### config.mk
export PLATFORM = sky130hd
export DESIGN_NAME = fetch_unit
export DESIGN_NICKNAME = d
export VERILOG_FILES = /design/src/source/fetch_pkg.sv /design/src/source/bus_pkg.sv /design/src/source/fetch_sequencer.sv /design/src/source/icache_lookup.sv /design/src/source/line_refill.sv /design/src/source/fetch_unit.sv
export SDC_FILE = /design/constraint.sdc
export NUM_CORES = 1
export LEC_CHECK = 0
export ABC_AREA = 1
export BUFFER_PORTS_ARGS = -buffer_cell sky130_fd_sc_hd__buf_2
export CAP_MARGIN = 10
export CORE_MARGIN = 8
export CORE_UTILIZATION = 46
export DETAILED_ROUTE_END_ITERATION = 7
export SYNTH_ARGS = -nofsm -noshare
export SYNTH_HDL_FRONTEND = slang
export SYNTH_SLANG_ARGS = --single-unit
### constraint.sdc
create_clock -name clock -period 3.6 [get_ports clock]
set_input_delay 0.18 -clock clock [delete_from_list [all_inputs] [get_ports clock]]
set_output_delay 0.18 -clock clock [all_outputs]
set_load 0.01 [all_outputs]
### src/source/fetch_pkg.sv
package fetch_pkg;

	// byte addressed fetch space with four lines of four words each.
	localparam int addr_len       = 32;
	localparam int offset_len     = 4;
	localparam int index_len      = 2;
	localparam int tag_len        = addr_len - offset_len - index_len;
	localparam int words_per_line = 4;
	localparam int line_count     = 4;

	// split of the line offset into a word select and a byte select.
	localparam int word_len = $clog2(words_per_line);
	localparam int byte_len = offset_len - word_len;

	// every instruction is one word wide.
	localparam int inst_bytes = 4;

	localparam logic [word_len-1:0] last_word = word_len'(words_per_line - 1);

	typedef struct packed {
		logic [tag_len-1:0]   tag;
		logic [index_len-1:0] index;
		logic [word_len-1:0]  word;
		logic [byte_len-1:0]  byte_offset;
	} fetch_addr_t;

	// refill walks these in order and returns to idle after commit.
	typedef enum logic [1:0] {
		idle,
		request,
		collect,
		commit
	} refill_state_t;

endpackage

### src/source/bus_pkg.sv
package bus_pkg;
	import fetch_pkg::*;

	localparam int data_len = 32;

	// read request towards memory, one word per transfer.
	typedef struct packed {
		logic [addr_len-1:0] addr;
	} mem_req_t;

	typedef struct packed {
		logic [data_len-1:0] data;
	} mem_resp_t;

	typedef struct packed {
		logic [addr_len-1:0] pc;
	} fetch_req_t;

	typedef struct packed {
		logic [addr_len-1:0] pc;
		logic [data_len-1:0] data;
	} fetch_inst_t;

	// one word written into the cache arrays by refill.
	typedef struct packed {
		fetch_addr_t         addr;
		logic [data_len-1:0] data;
	} fill_write_t;

endpackage

### src/source/fetch_sequencer.sv
`timescale 1ns/1ps

module fetch_sequencer
	import fetch_pkg::*;
	import bus_pkg::*;
(
	input  logic                clock,
	input  logic                arst_n,
	input  logic                redirect,
	input  logic [addr_len-1:0] redirect_pc,
	output fetch_req_t          req,
	output logic                req_valid,
	input  logic                req_ready
);

	logic        busy;
	logic        req_fire;
	fetch_addr_t pc;

	assign req_fire = req_valid && req_ready;

	// the sequencer stays silent until the first redirect gives it a start point.
	always_ff @(posedge clock or negedge arst_n) begin
		if (!arst_n) begin
			busy <= 1'b0;
		end else if (redirect) begin
			busy <= 1'b1;
		end
	end

	// a redirect wins over the normal advance, so an unaccepted request is dropped.
	always_ff @(posedge clock) begin
		if (redirect) begin
			pc <= fetch_addr_t'(redirect_pc);
		end else if (req_fire) begin
			pc <= fetch_addr_t'(pc + addr_len'(inst_bytes));
		end
	end

	// once running, a request is offered every cycle.
	assign req_valid = busy;
	assign req.pc    = pc;

endmodule

### src/source/icache_lookup.sv
`timescale 1ns/1ps

module icache_lookup
	import fetch_pkg::*;
	import bus_pkg::*;
(
	input  logic        clock,
	input  logic        arst_n,
	input  logic        redirect,
	input  logic        fence,
	input  fetch_req_t  req,
	input  logic        req_valid,
	output logic        req_ready,
	output fetch_inst_t inst,
	output logic        inst_valid,
	input  logic        inst_ready,
	output logic        miss_valid,
	output fetch_addr_t miss_addr,
	input  fill_write_t fill,
	input  logic        fill_valid,
	input  logic        fill_done
);

	logic [data_len-1:0]   data_array [line_count][words_per_line];
	logic [tag_len-1:0]    tag_array [line_count];
	logic [line_count-1:0] line_valid;

	logic        hold_valid;
	fetch_addr_t hold_addr;

	logic line_hit;
	logic hit;
	logic need_fill;
	logic out_free;
	logic retire;
	logic req_fire;

	// the held request is tested against the indexed line in the cycle after it is taken.
	assign line_hit = line_valid[hold_addr.index] &&
		(tag_array[hold_addr.index] == hold_addr.tag);

	// while a miss is open the test is suspended until fill_done.
	assign hit       = hold_valid && !miss_valid && line_hit;
	assign need_fill = hold_valid && !miss_valid && !line_hit;

	assign out_free  = !inst_valid || inst_ready;
	assign retire    = hit && out_free;
	assign req_ready = out_free && (!hold_valid || retire);
	assign req_fire  = req_valid && req_ready;
	assign miss_addr = hold_addr;

	always_ff @(posedge clock or negedge arst_n) begin
		if (!arst_n) begin
			hold_valid <= 1'b0;
		end else if (redirect) begin
			hold_valid <= 1'b0;
		end else if (req_fire) begin
			hold_valid <= 1'b1;
		end else if (retire) begin
			hold_valid <= 1'b0;
		end
	end

	always_ff @(posedge clock) begin
		if (req_fire) begin
			hold_addr <= fetch_addr_t'(req.pc);
		end
	end

	// the miss level drops on fill_done and the held request is tested again.
	always_ff @(posedge clock or negedge arst_n) begin
		if (!arst_n) begin
			miss_valid <= 1'b0;
		end else if (redirect || fill_done) begin
			miss_valid <= 1'b0;
		end else if (need_fill) begin
			miss_valid <= 1'b1;
		end
	end

	always_ff @(posedge clock or negedge arst_n) begin
		if (!arst_n) begin
			inst_valid <= 1'b0;
		end else if (redirect) begin
			inst_valid <= 1'b0;
		end else if (retire) begin
			inst_valid <= 1'b1;
		end else if (inst_ready) begin
			inst_valid <= 1'b0;
		end
	end

	always_ff @(posedge clock) begin
		if (retire) begin
			inst.pc   <= hold_addr;
			inst.data <= data_array[hold_addr.index][hold_addr.word];
		end
	end

	// a line being refilled is invalid until commit, so its old tag cannot hit on new data.
	// commit comes last and so wins over a fence in the same cycle.
	always_ff @(posedge clock or negedge arst_n) begin
		if (!arst_n) begin
			line_valid <= '0;
		end else begin
			if (fence) begin
				line_valid <= '0;
			end
			if (fill_valid) begin
				line_valid[fill.addr.index] <= 1'b0;
			end
			if (fill_done) begin
				line_valid[fill.addr.index] <= 1'b1;
			end
		end
	end

	always_ff @(posedge clock) begin
		if (fill_valid) begin
			data_array[fill.addr.index][fill.addr.word] <= fill.data;
		end
		if (fill_done) begin
			tag_array[fill.addr.index] <= fill.addr.tag;
		end
	end

endmodule

### src/source/line_refill.sv
`timescale 1ns/1ps

module line_refill
	import fetch_pkg::*;
	import bus_pkg::*;
(
	input  logic        clock,
	input  logic        arst_n,
	input  logic        miss_valid,
	input  fetch_addr_t miss_addr,
	output mem_req_t    mem_req,
	output logic        mem_req_valid,
	input  logic        mem_req_ready,
	input  mem_resp_t   mem_resp,
	input  logic        mem_resp_valid,
	output fill_write_t fill,
	output logic        fill_valid,
	output logic        fill_done
);

	refill_state_t state;

	logic [tag_len-1:0]   line_tag;
	logic [index_len-1:0] line_index;
	logic [word_len-1:0]  issue_count;
	logic [word_len-1:0]  return_count;
	logic [word_len-1:0]  fill_word;
	logic [data_len-1:0]  fill_data;

	logic start;
	logic issue_fire;
	logic busy;

	assign start      = (state == idle) && miss_valid;
	assign issue_fire = mem_req_valid && mem_req_ready;
	assign busy       = (state == request) || (state == collect);

	// issue and return are counted apart, so all four reads may be in flight at once.
	always_ff @(posedge clock or negedge arst_n) begin
		if (!arst_n) begin
			state       <= idle;
			issue_count <= '0;
		end else begin
			case (state)
				idle: begin
					if (miss_valid) begin
						issue_count <= '0;
						state       <= request;
					end
				end
				request: begin
					if (issue_fire) begin
						issue_count <= issue_count + 1'b1;
						if (issue_count == last_word) begin
							state <= collect;
						end
					end
				end
				collect: begin
					if (fill_valid && fill_word == last_word) begin
						state <= commit;
					end
				end
				commit: begin
					state <= idle;
				end
				default: begin
					state <= idle;
				end
			endcase
		end
	end

	always_ff @(posedge clock or negedge arst_n) begin
		if (!arst_n) begin
			return_count <= '0;
			fill_valid   <= 1'b0;
		end else begin
			fill_valid <= mem_resp_valid && busy;
			if (state == idle) begin
				return_count <= '0;
			end else if (mem_resp_valid) begin
				return_count <= return_count + 1'b1;
			end
		end
	end

	always_ff @(posedge clock) begin
		if (start) begin
			line_tag   <= miss_addr.tag;
			line_index <= miss_addr.index;
		end
		if (mem_resp_valid) begin
			fill_word <= return_count;
			fill_data <= mem_resp.data;
		end
	end

	// reads start at the first word of the line and go up in order.
	assign mem_req_valid = (state == request);
	assign mem_req.addr  = {line_tag, line_index, issue_count, {byte_len{1'b0}}};

	assign fill.addr.tag         = line_tag;
	assign fill.addr.index       = line_index;
	assign fill.addr.word        = fill_word;
	assign fill.addr.byte_offset = '0;
	assign fill.data             = fill_data;
	assign fill_done             = (state == commit);

endmodule

### src/source/fetch_unit.sv
`timescale 1ns/1ps

module fetch_unit
	import fetch_pkg::*;
	import bus_pkg::*;
(
	input  logic                clock,
	input  logic                arst_n,
	input  logic                redirect,
	input  logic [addr_len-1:0] redirect_pc,
	input  logic                fence,
	output fetch_inst_t         inst,
	output logic                inst_valid,
	input  logic                inst_ready,
	output mem_req_t            mem_req,
	output logic                mem_req_valid,
	input  logic                mem_req_ready,
	input  mem_resp_t           mem_resp,
	input  logic                mem_resp_valid
);

	fetch_req_t  req;
	logic        req_valid;
	logic        req_ready;
	logic        miss_valid;
	fetch_addr_t miss_addr;
	fill_write_t fill;
	logic        fill_valid;
	logic        fill_done;

	fetch_sequencer sequencer (
		.clock(clock), .arst_n(arst_n),
		.redirect(redirect), .redirect_pc(redirect_pc),
		.req(req), .req_valid(req_valid), .req_ready(req_ready)
	);

	icache_lookup lookup (
		.clock(clock), .arst_n(arst_n),
		.redirect(redirect), .fence(fence),
		.req(req), .req_valid(req_valid), .req_ready(req_ready),
		.inst(inst), .inst_valid(inst_valid), .inst_ready(inst_ready),
		.miss_valid(miss_valid), .miss_addr(miss_addr),
		.fill(fill), .fill_valid(fill_valid), .fill_done(fill_done)
	);

	line_refill refill (
		.clock(clock), .arst_n(arst_n),
		.miss_valid(miss_valid), .miss_addr(miss_addr),
		.mem_req(mem_req), .mem_req_valid(mem_req_valid), .mem_req_ready(mem_req_ready),
		.mem_resp(mem_resp), .mem_resp_valid(mem_resp_valid),
		.fill(fill), .fill_valid(fill_valid), .fill_done(fill_done)
	);

endmodule

# After elaboration in Yosys (flattened, before gate mapping)
# Memory sizes are Yosys's and may differ from the RTL's. A register that Yosys moved wholly into a read port is not among the register bits.
# Cells that the tools add are included.
# totals
register_bits,205
ramBits,616
out_inout_bits,98
mem_count,2
# classes
n_addsub,3
n_lt_le_gt_ge,6
n_eq_ne,10
mux,38
n_bitwise,5
reduce_logical,30
# mem_list
name,words,width,read_ports,rd_clocked_by_memory_dff,wr,line,source
lookup.data_array,4,128,1,1,1,icache_lookup.sv:24,logic [data_len-1:0] data_array [line_count][words_per_line];
lookup.tag_array,4,26,1,1,1,icache_lookup.sv:25,logic [tag_len-1:0] tag_array [line_count];
# ops
cell,count
2-to-1 mux 32 bit,5
2-to-1 mux 128 bit,1
binary-select mux 32 bit (select 2 bit),1
demux 32 bit (select 2 bit),1
adder 32 x 3 -> 32 bit (second input constant),1
equality test 26 bit,1
2-to-1 mux 2 bit,10
logical AND 1 bit,13
2-to-1 mux 1 bit,13
2-to-1 mux 4 bit,3
equality test 2 bit (second input constant),4
inequality test 2 bit (second input constant),4
case mux 2 bit (4 select lines),1
nonzero test 2 bit,4
>= comparator 3 bit (second input constant),2
less-than comparator 2 x 3 -> 1 bit (second input constant),2
NOT 2 -> 3 bit,2
nonzero test 3 bit,2
adder 2 x 1 -> 2 bit (second input constant),2
AND 4 bit,1
logical NOT 1 bit,4
logical OR 1 bit,4
NOT 4 bit,1
bitwise OR 4 bit,1
9 further kinds,9

# Depth between registers and ports, before layout
# depth
depth_word,10
depth_mapped,18

# By module
# From an unflattened synthesis, not the netlist that was laid out.
# unflattened
hier_cells,2431
hier_area_um2,32473.6
# by_module_without_submodules
mod,instances,cells_per_inst,area_per_inst_um2
icache_lookup,1,1973,27671.5
line_refill,1,147,2521.2
fetch_sequencer,1,311,2280.9

# Worst setup path after synthesis
# No wires, ideal clock.
# synth_path
kind,flip-flop to flip-flop
from,register (tool-made name)
to,register lookup.inst[0] (netlist name)
t_arrival_ps,2652
required_ps,3182
setup_slack_ps,530
path_stages_with_launch,14
n_path_buf,2
synth_period_minus_slack_ps,3070
cell_sequence,dfxtp_1 buf_4 buf_4 nand2_1 nand3_1 nand3b_1 nand2_1 nor2_1 nand2_1 nor2_1 nand2_1 nor2_2 nand3_1 inv_1

==> flow_summary.toml <==
[setup_path]
startpoint_type = "register"
required_ns = 3.93
crit_type = "register to register"
rrSetupSlack_ns = 0.54
worst-r2r-cell-count = 13
worstReg2RegEnd = "lookup.miss_addr[15]"
arrival_ns = 3.40
crit_end = "lookup.miss_addr[15]"
crit_fanout = 28
endpoint_kind = "register"

[floorplan]
dieArea_um2 = 78300
boundaryPins = 169
die_w_um = 280
die_y_um = 280
core.rowCount = 96
initial_core_util_pct = 46.6
core_area_um2 = 68700

[grt]
grt_antenna_before_repair = 2
gr-usage-all-layers_pct = 20.0
grt_max_degree = 257
grt_first_pass_wirelength_um = 120000
grt_pass1_vias = 20000
grt_overflow = 0

[cells_and_area]
areaGrowthSynthToFinish_pct = 16.8
layout.nets = 2633
fin_area_um2 = 37400
layout-drive-gt1-share_pct = 14.1

[yosys]
synth-adder-area-share_pct = 0.235
synthArstFlopShare_pct = 1.82
yosys_warnings = 0
ys_top_cells_by_area = "edfxtp_1, o21ai_0, nand2_1"
synth-simple-area-share_pct = 10.4
synth_top_family_by_area = "simple AND/OR/NAND/NOR gates"
post_synth.cell_area_avg_um2 = 13.7
yosys.area.top_type_share_pct = 75.6
synth_flop_cell = "edfxtp_1"
synth-edff-count = 806
synth-compound-area-share_pct = 8.61
synth.yosys.seq_area_share_pct = 76.9
synthMuxAreaShare_pct = 0
synth_cell_types = 35
synth.ff_latch_count = 823
synth_xor_area_share_pct = 0.547
synth_area_leader_cell = "edfxtp_1"
syn_area_um2 = 32000
yosysMostFrequentCell = "edfxtp_1"
syn_inst = 2342
ys_top_cells_by_count = "edfxtp_1, nand2_1, nor2_1"

[cts]
clk_pin_slew_ns = 0.06
htreeDepth = 3
cts-buffers-inserted = 86
clock_sinks = 823
cts_buffer_depth = 3
cts-root-buf = "clkbuf_16"
insertion_delay_ns = 0.63
cts_tree = "done"

[routing]
num_vias = 19700
detail-route-antenna-nets = 0
drcViolationCount = 0
post_drt_wl_per_cell_um = 22.3
via_per_inst = 5.53
first_iter_violations = 1728
routed_wl_um = 79300
drt_pre_antenna_iters = 5

[place]
place_congestion = 0.889
place_area_um2 = 33800
dp.final_hpwl_um = 43700
io_buffers = 166

[outcome]
status = "completed"

[timing]
period_needed_ns = 3.06
fin_setup_tns_ns = 0
whs_ns = 0.118
finClkSkew_ns = 0.0344
hold_viol_final = 0
finalSetupViolations = 0
fmax_mhz = 326
fin_crit_sh_pct = 85.1
max_slew_margin_pct = 5.37
slew_viol_final = 0
rsz0062_at_grt = "no"
worst_pin_slew_ns = 1.42

[power]
powerDensity_nw_per_um2 = 607
p_leak_nw = 12.9
ir_drop_mv = 0.494

[min_path]
hp-class = "input port to register"

[run]
cap_violations = 0
[sequential cells by signal, indices dropped and copies added, names as in the netlist, named ones only]
register	cells
lookup.miss_addr	32
lookup.data_array	512
sequencer.req_valid	1
lookup.line_valid	4
refill.line_index	2
lookup.tag_array	104
lookup.inst	64
lookup.inst_valid	1
lookup.hold_valid	1
refill.state	2
refill.fill_valid	1
refill.fill_data	32
refill.return_count	2
refill.fill_word	2
lookup.miss_valid	1
sequencer.req	32
refill.line_tag	26
refill.issue_count	2
[placed cells by master (no fill, tap or decap), types with 34 or more instances in the layout]
cell,count
buf_2,166
buf_4,41
clkbuf_16,90
dlygate4sd3_1,70
edfxtp_1,806
inv_1,60
nand2_1,332
nand3_1,118
nor2_1,304
o21ai_0,271
o221ai_1,95
o22ai_1,34
[per-stage QoR]
step | std cells | setup WS, ns | power, mW | utilization [%]
finish | 3559 | 0.537 | 22.7 | 54.4
global route | 3558 | 0.207 | 23.5 | 54.4
CTS | 3558 | 0.436 | 22.9 | 54.4
detailed placement | 3329 | 0.447 | 13.9 | 49.2
global placement | 3329 | 0.508 | 13.8 | 49.2
floorplan | 2343 | 0.530 | 13.1 | -
[what timing repair did]
| item | in CTS | in global routing |
|---|---|---|
| hold buffers | 70 | 0 |
| setup buffers | 0 | 0 |
| gates resized for setup | 0 | 0 |
| endpoints found under the hold margin | 85 | 0 |
[routing by layer]
metal | GRT usage, % | vias to the layer above | routed length (um)
met1 | 26.1 | 9795 | 33000
met4 | 7.08 | 2 | 2320
li1 | - | 9054 | -
met5 | 0 | - | 12
met3 | 3.90 | 143 | 5420
met2 | 33.4 | 673 | 38600
[power breakdown]
group / internal, mW / switching, mW
combinational: 0.669 / 1.53
sequential: 11.2 / 0.379
clock: 5.30 / 3.61
total: 17.2 / 5.52
[cells by family after synthesis]
family,after synthesis
compound gates,450
other cells,1
buf+inv,224
flops,823
simple gates,818
fa+ha+maj,6
xor+xnor,20
[critical path, stage by stage (launching register included)]
cell     delay [ns]
dfxtp_4        0.56
buf_4          0.28
nand2_1        0.08
nand3_1        0.09
nand2_1        0.08
xnor2_1        0.13
nor2_1         0.24
nand3_1        0.13
nor2_2         0.25
nand3_1        0.17
nand2_2        0.13
nand2_2        0.08
inv_1          0.30
buf_12         0.22
[worst min path at each step]
stage          startpoint               endpoint  slack, ns  depth (start not counted)
2_1_floorplan      arst_n      lookup.hold_valid      -0.12                          0
3_3_place_gp       arst_n  refill.issue_count[1]       0.13                          1
3_5_place_dp       arst_n  refill.issue_count[1]       0.13                          1
4_1_cts          redirect      lookup.miss_valid       0.08                          3
5_1_grt          redirect      lookup.miss_valid       0.15                          3
6_report         redirect      lookup.miss_valid       0.12                          3
[layout make-up]
class | instances | area [um^2]
fill | 5624 | 31300
sequential | 823 | 24600
multi-input combinational | 1296 | 6490
clock buffer | 109 | 2320
timing repair buffer | 285 | 2000
tap | 931 | 1160
clock inverter | 50 | 537
inverter | 64 | 251
antenna | 1 | 2.50
No activity file was read; power rests on OpenSTA's default activity.
